[config.mk]
export PLATFORM = sky130hd
export DESIGN_NAME = bt_link_top
export DESIGN_NICKNAME = d
export VERILOG_FILES = /design/src/common/bt_link_pkg.sv /design/src/common/rx_byte_if.sv /design/src/hw/uart_rx.sv /design/src/hw/uart_tx.sv /design/src/link/link_regs.sv /design/src/link/link_ctrl.sv /design/src/hw/bt_link_top.sv
export VERILOG_INCLUDE_DIRS = /design/src /design/src/common
export SDC_FILE = /design/constraint.sdc
export NUM_CORES = 1
export LEC_CHECK = 0
export BUFFER_PORTS_ARGS = -buffer_cell sky130_fd_sc_hd__buf_2
export CAP_MARGIN = 5
export CORE_MARGIN = 8
export CORE_UTILIZATION = 55
export DETAILED_ROUTE_END_ITERATION = 12
export GPL_ROUTABILITY_DRIVEN = 0
export PLACE_DENSITY = 0.84
export SYNTH_ARGS = -nofsm -noshare
export SYNTH_HDL_FRONTEND = slang
export SYNTH_HIERARCHICAL = 1
export SYNTH_SLANG_ARGS = --single-unit
[constraint.sdc]
create_clock -name clock -period 4.3 [get_ports clock]
set_clock_uncertainty 0.1 [all_clocks]
set_input_delay 0.43 -clock clock [delete_from_list [all_inputs] [get_ports clock]]
set_output_delay 0.43 -clock clock [all_outputs]
set_load 0.005 [all_outputs]
[src/common/bt_link_defs.svh]
`ifndef BT_LINK_DEFS_SVH
`define BT_LINK_DEFS_SVH

// host wire endpoint width
`define BT_WORD_W 16

// clocks per serial bit, register width
`define BT_CPD_W 10

// idle bit times between sent bytes, register width
`define BT_SPACE_W 10

// values loaded at reset
`define BT_DEFAULT_CPD 10'd16
`define BT_DEFAULT_SPACE 10'd2

`endif

[src/common/bt_link_pkg.sv]
package bt_link_pkg;

	// command word on ep02
	// only a change to one of these values is acted on
	typedef enum logic [2:0] {
		OP_IDLE      = 3'd0,
		OP_SET_CPD   = 3'd1,
		OP_SET_SPACE = 3'd2,
		OP_SEND      = 3'd3,
		OP_CLEAR     = 3'd4
	} host_op_e;

	// serial receiver
	typedef enum logic [2:0] {
		RX_IDLE,
		RX_START,
		RX_DATA,
		RX_STOP,
		// byte offered to link_ctrl
		RX_HAND
	} rx_state_e;

	// serial transmitter
	typedef enum logic [2:0] {
		TX_IDLE,
		TX_START,
		TX_DATA,
		TX_STOP,
		// line held high between bytes
		TX_GAP
	} tx_state_e;

endpackage

[src/common/rx_byte_if.sv]
`timescale 1ns/10ps

// received byte path, four-phase req/ack
interface rx_byte_if;
	// raised by the receiver with data and frame_err stable
	logic       req;
	// raised by the consumer once it has the byte
	logic       ack;
	logic [7:0] data;
	// stop bit sampled low, or an earlier byte was lost
	logic       frame_err;

	// receiver side
	modport source (
		output req,
		output data,
		output frame_err,
		input  ack
	);

	// consumer side
	modport sink (
		input  req,
		input  data,
		input  frame_err,
		output ack
	);
endinterface

[src/hw/uart_rx.sv]
`timescale 1ns/10ps
`include "bt_link_defs.svh"

module uart_rx
	import bt_link_pkg::*;
(
	input  logic                 clock,
	input  logic                 reset,
	input  logic                 rxd,
	input  logic [`BT_CPD_W-1:0] cpd,
	rx_byte_if.source            rx
);
	rx_state_e state;
	logic rxd_meta, rxd_sync, rxd_last;
	logic [`BT_CPD_W-1:0] cnt, cnt_nxt;
	logic [2:0] bit_idx;
	logic [7:0] shift;
	logic overrun;
	logic half_tick, bit_tick, stop_tick;

	assign cnt_nxt = cnt + 1'b1;
	// middle of the start bit
	assign half_tick = (state == RX_START) && (cnt_nxt >= (cpd >> 1));
	// middle of each later bit
	assign bit_tick = (state == RX_DATA) && (cnt_nxt >= cpd);
	assign stop_tick = (state == RX_STOP) && (cnt_nxt >= cpd);

	always_ff @(posedge clock) begin
		if (reset) begin
			rxd_meta <= 1'b1;
			rxd_sync <= 1'b1;
			rxd_last <= 1'b1;
			state <= RX_IDLE;
			cnt <= '0;
			bit_idx <= '0;
			overrun <= 1'b0;
			rx.req <= 1'b0;
			rx.frame_err <= 1'b0;
		end else begin
			// two flop synchronizer, third flop for edge detect
			rxd_meta <= rxd;
			rxd_sync <= rxd_meta;
			rxd_last <= rxd_sync;
			cnt <= (half_tick || bit_tick || stop_tick) ? '0 : cnt_nxt;
			case (state)
				RX_IDLE: begin
					cnt <= '0;
					// falling edge starts a frame
					if (rxd_last && !rxd_sync)
						state <= RX_START;
				end
				RX_START: begin
					bit_idx <= '0;
					// line back high at mid start bit means a glitch
					if (half_tick)
						state <= rxd_sync ? RX_IDLE : RX_DATA;
				end
				RX_DATA: begin
					if (bit_tick) begin
						bit_idx <= bit_idx + 1'b1;
						if (bit_idx == 3'd7)
							state <= RX_STOP;
					end
				end
				RX_STOP: begin
					if (stop_tick) begin
						if (rx.ack) begin
							// previous byte still open, this one is lost
							overrun <= 1'b1;
							state <= RX_IDLE;
						end else begin
							rx.req <= 1'b1;
							rx.frame_err <= !rxd_sync || overrun;
							overrun <= 1'b0;
							state <= RX_HAND;
						end
					end
				end
				RX_HAND: begin
					// drop req on ack, ack falls while next start bit is awaited
					if (rx.ack) begin
						rx.req <= 1'b0;
						state <= RX_IDLE;
					end
				end
				default: state <= RX_IDLE;
			endcase
		end
	end

	// data bits arrive LSB first
	always_ff @(posedge clock) begin
		if (bit_tick)
			shift <= {rxd_sync, shift[7:1]};
		if (stop_tick && !rx.ack)
			rx.data <= shift;
	end
endmodule

[src/hw/uart_tx.sv]
`timescale 1ns/10ps
`include "bt_link_defs.svh"

module uart_tx
	import bt_link_pkg::*;
(
	input  logic                   clock,
	input  logic                   reset,
	input  logic [`BT_CPD_W-1:0]   cpd,
	input  logic [`BT_SPACE_W-1:0] spacing,
	input  logic                   tx_req,
	input  logic [7:0]             tx_data,
	output logic                   tx_ack,
	output logic                   txd,
	output logic                   busy
);
	tx_state_e state;
	logic [`BT_CPD_W-1:0] cnt;
	logic [`BT_SPACE_W-1:0] gap_idx;
	logic [2:0] bit_idx;
	logic [7:0] shift;
	logic bit_end, load;

	// last clock of a bit time
	assign bit_end = (cnt + 1'b1) >= cpd;
	// new byte only once the previous ack has fallen
	assign load = (state == TX_IDLE) && tx_req && !tx_ack;
	assign busy = (state != TX_IDLE);

	always_ff @(posedge clock) begin
		if (reset) begin
			state <= TX_IDLE;
			cnt <= '0;
			gap_idx <= '0;
			bit_idx <= '0;
			tx_ack <= 1'b0;
			txd <= 1'b1;
		end else begin
			cnt <= bit_end ? '0 : cnt + 1'b1;
			// ack falls after the request has fallen
			if (tx_ack && !tx_req)
				tx_ack <= 1'b0;
			case (state)
				TX_IDLE: begin
					cnt <= '0;
					if (load) begin
						tx_ack <= 1'b1;
						txd <= 1'b0;
						state <= TX_START;
					end
				end
				TX_START: begin
					bit_idx <= '0;
					if (bit_end) begin
						txd <= shift[0];
						state <= TX_DATA;
					end
				end
				TX_DATA: begin
					if (bit_end) begin
						bit_idx <= bit_idx + 1'b1;
						if (bit_idx == 3'd7) begin
							txd <= 1'b1;
							state <= TX_STOP;
						end else begin
							// next bit before the shift takes effect
							txd <= shift[1];
						end
					end
				end
				TX_STOP: begin
					gap_idx <= '0;
					if (bit_end)
						state <= TX_GAP;
				end
				TX_GAP: begin
					// spacing whole bit times of idle line
					if (bit_end) begin
						gap_idx <= gap_idx + 1'b1;
						if (gap_idx + 1'b1 >= spacing)
							state <= TX_IDLE;
					end
				end
				default: state <= TX_IDLE;
			endcase
		end
	end

	always_ff @(posedge clock) begin
		if (load)
			shift <= tx_data;
		else if (state == TX_DATA && bit_end)
			shift <= {1'b0, shift[7:1]};
	end
endmodule

[src/link/link_regs.sv]
`timescale 1ns/10ps
`include "bt_link_defs.svh"

module link_regs
	import bt_link_pkg::*;
(
	input  logic                   clock,
	input  logic                   reset,
	input  logic [`BT_WORD_W-1:0]  ep01_wire_in,
	input  logic [`BT_WORD_W-1:0]  ep02_wire_in,
	input  logic                   send_ack,
	output logic [`BT_CPD_W-1:0]   cpd,
	output logic [`BT_SPACE_W-1:0] spacing,
	output logic                   send_req,
	output logic [`BT_WORD_W-1:0]  send_word,
	output logic                   clear_cmd
);
	logic [`BT_WORD_W-1:0] ep02_q, pend_word;
	host_op_e op;
	logic op_valid, op_new, send_pend, launch;

	assign op = host_op_e'(ep02_wire_in[2:0]);
	// upper bits zero and code within the opcode range
	assign op_valid = (ep02_wire_in[`BT_WORD_W-1:3] == '0) && (ep02_wire_in[2:0] <= OP_CLEAR);
	// act once per change of the command word
	assign op_new = op_valid && (ep02_wire_in != ep02_q);
	// start a handshake only when the last one is fully closed
	assign launch = send_pend && !send_req && !send_ack;

	always_ff @(posedge clock) begin
		if (reset) begin
			ep02_q <= '0;
			cpd <= `BT_DEFAULT_CPD;
			spacing <= `BT_DEFAULT_SPACE;
			send_req <= 1'b0;
			send_pend <= 1'b0;
			clear_cmd <= 1'b0;
		end else begin
			ep02_q <= ep02_wire_in;
			clear_cmd <= 1'b0;
			if (send_req && send_ack)
				send_req <= 1'b0;
			else if (launch) begin
				send_req <= 1'b1;
				send_pend <= 1'b0;
			end
			if (op_new) begin
				case (op)
					// zero would stall the serial engines
					OP_SET_CPD:
						if (ep01_wire_in[`BT_CPD_W-1:0] != '0)
							cpd <= ep01_wire_in[`BT_CPD_W-1:0];
					OP_SET_SPACE:
						if (ep01_wire_in[`BT_SPACE_W-1:0] != '0)
							spacing <= ep01_wire_in[`BT_SPACE_W-1:0];
					// queued here while link_ctrl is still busy
					OP_SEND: send_pend <= 1'b1;
					OP_CLEAR: clear_cmd <= 1'b1;
					default: ;
				endcase
			end
		end
	end

	always_ff @(posedge clock) begin
		if (op_new && op == OP_SEND)
			pend_word <= ep01_wire_in;
		if (launch)
			send_word <= pend_word;
	end
endmodule

[src/link/link_ctrl.sv]
`timescale 1ns/10ps
`include "bt_link_defs.svh"

module link_ctrl (
	input  logic                  clock,
	input  logic                  reset,
	input  logic                  bt_state,
	input  logic                  send_req,
	input  logic [`BT_WORD_W-1:0] send_word,
	input  logic                  clear_cmd,
	input  logic                  tx_ack,
	input  logic                  tx_busy,
	rx_byte_if.sink               rx,
	output logic                  send_ack,
	output logic                  tx_req,
	output logic [7:0]            tx_data,
	output logic [`BT_WORD_W-1:0] rx_word,
	output logic [`BT_WORD_W-1:0] rx_count,
	output logic [`BT_WORD_W-1:0] tx_count,
	output logic [`BT_WORD_W-1:0] status
);
	// send sequencer, high byte then low byte
	typedef enum logic [1:0] {SEQ_IDLE, SEQ_HI, SEQ_LO, SEQ_DONE} seq_state_e;

	seq_state_e seq;
	logic bt_meta, bt_sync;
	logic [7:0] hi_byte, lo_byte;
	logic have_hi, frame_sticky, refused;
	logic byte_take, accept, lo_launch;

	// req and ack both high for exactly one cycle per byte
	assign byte_take = rx.req && rx.ack;
	assign accept = (seq == SEQ_IDLE) && send_req && !send_ack;
	assign lo_launch = (seq == SEQ_LO) && !tx_req && !tx_ack;
	assign status = {{(`BT_WORD_W-5){1'b0}}, refused, have_hi, frame_sticky, tx_busy, bt_sync};

	always_ff @(posedge clock) begin
		if (reset) begin
			rx.ack <= 1'b0;
			have_hi <= 1'b0;
			frame_sticky <= 1'b0;
			rx_word <= '0;
			rx_count <= '0;
		end else begin
			// ack trails req by one cycle on both edges
			rx.ack <= rx.req;
			if (byte_take) begin
				if (rx.frame_err) begin
					// bad byte dropped, pairing restarts
					frame_sticky <= 1'b1;
					have_hi <= 1'b0;
				end else if (!have_hi) begin
					have_hi <= 1'b1;
				end else begin
					rx_word <= {hi_byte, rx.data};
					rx_count <= rx_count + 1'b1;
					have_hi <= 1'b0;
				end
			end
			if (clear_cmd) begin
				rx_count <= '0;
				frame_sticky <= 1'b0;
			end
		end
	end

	always_ff @(posedge clock) begin
		if (byte_take && !have_hi)
			hi_byte <= rx.data;
	end

	always_ff @(posedge clock) begin
		if (reset) begin
			bt_meta <= 1'b0;
			bt_sync <= 1'b0;
			seq <= SEQ_IDLE;
			send_ack <= 1'b0;
			tx_req <= 1'b0;
			tx_count <= '0;
			refused <= 1'b0;
		end else begin
			bt_meta <= bt_state;
			bt_sync <= bt_meta;
			if (send_ack && !send_req)
				send_ack <= 1'b0;
			case (seq)
				SEQ_IDLE: begin
					if (accept) begin
						send_ack <= 1'b1;
						// disconnected, close the handshake and flag it
						if (bt_sync) begin
							tx_req <= 1'b1;
							seq <= SEQ_HI;
						end else begin
							refused <= 1'b1;
						end
					end
				end
				SEQ_HI: begin
					if (tx_ack) begin
						tx_req <= 1'b0;
						seq <= SEQ_LO;
					end
				end
				SEQ_LO: begin
					// wait for ack low before offering the low byte
					if (lo_launch)
						tx_req <= 1'b1;
					else if (tx_req && tx_ack) begin
						tx_req <= 1'b0;
						seq <= SEQ_DONE;
					end
				end
				SEQ_DONE: begin
					// count after the low byte and its gap
					if (!tx_ack && !tx_busy) begin
						tx_count <= tx_count + 1'b1;
						seq <= SEQ_IDLE;
					end
				end
				default: seq <= SEQ_IDLE;
			endcase
			if (clear_cmd) begin
				tx_count <= '0;
				refused <= 1'b0;
			end
		end
	end

	always_ff @(posedge clock) begin
		if (accept) begin
			tx_data <= send_word[15:8];
			lo_byte <= send_word[7:0];
		end else if (lo_launch) begin
			tx_data <= lo_byte;
		end
	end
endmodule

[src/hw/bt_link_top.sv]
`timescale 1ns/10ps
`include "bt_link_defs.svh"

module bt_link_top (
	input  logic                  clock,
	input  logic                  reset,
	input  logic                  bt_state,
	input  logic                  rxd,
	input  logic [`BT_WORD_W-1:0] ep01_wire_in,
	input  logic [`BT_WORD_W-1:0] ep02_wire_in,
	output logic                  txd,
	output logic [`BT_WORD_W-1:0] ep20_wire_out,
	output logic [`BT_WORD_W-1:0] ep21_wire_out,
	output logic [`BT_WORD_W-1:0] ep22_wire_out,
	output logic [`BT_WORD_W-1:0] ep23_wire_out,
	output logic [`BT_WORD_W-1:0] ep24_wire_out,
	output logic [`BT_WORD_W-1:0] ep25_wire_out
);
	logic [`BT_CPD_W-1:0] cpd;
	logic [`BT_SPACE_W-1:0] spacing;
	logic send_req, send_ack, clear_cmd;
	logic [`BT_WORD_W-1:0] send_word;
	logic tx_req, tx_ack, tx_busy;
	logic [7:0] tx_data;

	// receiver to link_ctrl
	rx_byte_if rx_bus ();

	uart_rx u_rx (
		.clock(clock),
		.reset(reset),
		.rxd(rxd),
		.cpd(cpd),
		.rx(rx_bus)
	);

	uart_tx u_tx (
		.clock(clock),
		.reset(reset),
		.cpd(cpd),
		.spacing(spacing),
		.tx_req(tx_req),
		.tx_data(tx_data),
		.tx_ack(tx_ack),
		.txd(txd),
		.busy(tx_busy)
	);

	link_regs u_regs (
		.clock(clock),
		.reset(reset),
		.ep01_wire_in(ep01_wire_in),
		.ep02_wire_in(ep02_wire_in),
		.send_ack(send_ack),
		.cpd(cpd),
		.spacing(spacing),
		.send_req(send_req),
		.send_word(send_word),
		.clear_cmd(clear_cmd)
	);

	// word, counts and status go straight to their endpoints
	link_ctrl u_ctrl (
		.clock(clock),
		.reset(reset),
		.bt_state(bt_state),
		.send_req(send_req),
		.send_word(send_word),
		.clear_cmd(clear_cmd),
		.tx_ack(tx_ack),
		.tx_busy(tx_busy),
		.rx(rx_bus),
		.send_ack(send_ack),
		.tx_req(tx_req),
		.tx_data(tx_data),
		.rx_word(ep20_wire_out),
		.rx_count(ep21_wire_out),
		.tx_count(ep25_wire_out),
		.status(ep22_wire_out)
	);

	// configuration readback, zero extended
	assign ep23_wire_out = {{(`BT_WORD_W-`BT_CPD_W){1'b0}}, cpd};
	assign ep24_wire_out = {{(`BT_WORD_W-`BT_SPACE_W){1'b0}}, spacing};
endmodule

==> impl_metrics.ini <==
[route]
wl_per_cell_um = 15.88
drc = 0
drt-total-wl_um = 21570
vias = 7358
drtPass1Iterations = 7
drt_iter0_markers = 436
viasPerCell = 5.418
ant_nets = 0

[synthesis]
yosys.area.top_type = dfxtp_1
synth_ff_type = dfxtp_1
synth.area.top_cells = dfxtp_1 (28%), edfxtp_1 (23%), ha_1 (6.5%)
ys_warn_count = 6
netlist_area_um2 = 10450
synth_top_area_share = 0.2817
synthCells = 995
synth_seq_area_share = 0.5117
synth_seq_cells = 227
synth_area_per_cell_um2 = 10.50
synth_async_sr_flop_share = 0
ys_types = 84
synth_edf_count = 80

[floorplan]
io_pins = 133
rows = 50
fp.dieW_um = 153.8
dieArea_um2 = 23660
chipHeight_um = 153.8
start_util = 0.5603
core_area_um2 = 18640

[setup_path]
critPathMaxStageDelay_ns = 0.45
cp.arrival_ns = 3.69
setup.worst_path.class = reg -> reg
cp_num_buf_inv = 2
worstPathRequired_ns = 4.60
crit_path_top_delay_cell = o31ai_2
path_max_fanout = 9
cp_cell_sequence = nand3_1, nor4_1, xnor2_1, inv_1, ha_1, nand4_1, o31ai_2, o2111ai_1, nor2_1, buf_4, mux2_2
critPathLaunchType = flop
critPathTopFamily = simple AND/OR/NAND/NOR gates
cp-end-kind = flop

[power]
p_per_area_nw_per_um2 = 422.9
cellLeakagePower_uw = 0.005021
peakVddDrop_mv = 0.2863

[run]
drv_cap = 0

[global_route]
grt_max_degree = 63
grt_pass1_wl_um = 35910
first_global_vias = 7337
groute.usage.overall = 0.1790
antenna_found_initial = 0
overflow = 0

[timing]
fin_setup_tns_ns = 0
max_freq_ghz = 0.2943
hold_violations = 0
worst_slew_pin_slew_ns = 1.162
slew_viol_final = 0
setup_viol = 0
postLayoutSetupSlackWorst_ns = 0.9026
max_slew_margin = 0.2220
min_period_over_period = 0.7901
rsz0062_at_grt = false
finalCriticalPeriod_ns = 3.397

[placement]
dp_slack_ns = 0.9385
placed_area_um2 = 11040
io_buffers = 109
dp_cells = 1306
dpl.hpwl_um = 15190

[cells_and_area]
syn_to_final_growth_pct = 14.70
fin_area_um2 = 11980
drive_gt1_frac = 0.1842
antenna_cells_inserted = 0
utilization = 0.6426
nets = 1196
finalNonFillerCells = 1358

[clocking]
cts_resized = 0
cts_setup_buffers = 0
clockBufferDepth = 3
clk_pin_slew_ns = 0.06
cts_hold_buffers = 8
cts.sinks = 227
numCtsBuffers = 24
cts_root_buffer = clkbuf_16
cts_tree = built
cts_max_level = 1
worstSkewPairLatency_ns = 0.53

[status]
outcome = finished clean

[hold_path]
hold_path.class = in -> reg
[area by class of cell]
class                      count  area, um2
multi-input combinational    683       4644
tap                          234      292.8
clock buffer                  27      611.8
sequential                   227       5345
inverter                      50      187.7
timing repair buffer         120      650.6
clock inverter                17      247.7
fill                        1448       6663
[sequential cells by signal (all words and copies together), names as in the netlist, 8 cells and up]
register and flops:
u_tx/shift 8, u_tx/gap_idx 10, u_ctrl/rx_word 16, u_rx/rx.data 8
u_regs/ep02_q 16, u_tx/cnt 10, u_ctrl/hi_byte 8, u_regs/cpd 10
u_regs/pend_word 16, u_ctrl/rx_count 16, u_regs/spacing 10, u_rx/cnt 10
u_ctrl/tx_count 16, u_rx/shift 8, u_ctrl/tx_data 8, u_ctrl/lo_byte 8
u_regs/send_word 16
[stage by stage]
| stage | power [uW] | hold WS (ns) |
|---|---|---|
| 6_report | 5067 | 0.01801 |
| 2_1_floorplan | 2763 | 0.2895 |
| 3_5_place_dp | 2874 | 0.2984 |
| 5_1_grt | 5244 | 0.01507 |
| 3_3_place_gp | 2858 | 0.2982 |
| 4_1_cts | 5100 | 0.005906 |
[layout by cell type (no fill, tap or decap), drive strengths merged, types with 35 or more instances in the layout]
cell / instances
a21oi: 55
buf: 112
dfxtp: 147
edfxtp: 80
ha: 54
inv: 49
nand2: 96
nand2b: 35
nand3: 41
nor2: 63
xor2: 35
[layer usage]
metal | up-vias | global-route usage | wire, um
li1 | 3674 | - | -
met1 | 3479 | 0.2199 | 9338
met4 | 0 | 0.05506 | 447
met5 | - | 0 | 0
met2 | 166 | 0.3161 | 10800
met3 | 39 | 0.02971 | 988
[worst paths after layout]
check,startpoint,end,slack [ns],cells past startpoint
worst min register to register,u_rx/rxd_meta$_SDFF_PP1_,u_rx/rxd_sync$_SDFF_PP1_,0.31,1
worst max register to register,u_rx/cnt[0]$_SDFF_PP0_,u_rx/rx.frame_err$_SDFFE_PP0P_,0.90,11
worst min-delay path,ep01_wire_in[2],u_regs/pend_word[2]$_DFFE_PP_,0.02,1
worst max-delay path,u_rx/cnt[0]$_SDFF_PP0_,u_rx/rx.frame_err$_SDFFE_PP0P_,0.90,11
[Yosys cell counts (19+ instances only)]
library cell	count
mux2i_1	25
clkbuf_1	19
xor2_1	35
inv_1	49
dfxtp_1	147
buf_4	29
nor2b_1	25
nand2b_1	28
o21ai_0	22
edfxtp_1	80
nand2_1	96
xnor2_1	21
ha_1	54
a21oi_1	54
nand3_1	41
nor2_1	60
[power by group]
part | leakage [uW] | total, uW | internal (uW) | switching (uW)
Sequential | 0.00191 | 2390 | 2330 | 65.4
Clock | 0.000416 | 2220 | 1390 | 837
Combinational | 0.00270 | 452 | 202 | 250
Total | 0.00502 | 5070 | 3910 | 1150
[cells by family (layout without fill, tap and decap cells)]
kind of cell	count (synthesis)	after routing	synth area share
flops	227	227	0.5117
simple gates	380	380	0.2015
mux	33	33	0.03258
xor+xnor	56	56	0.04696
fa+ha+maj	55	55	0.06576
compound gates	136	136	0.08829
buf+inv	106	214	0.05247
other cells	2	23	0.0007190
Power figures use the tool's default switching activity.
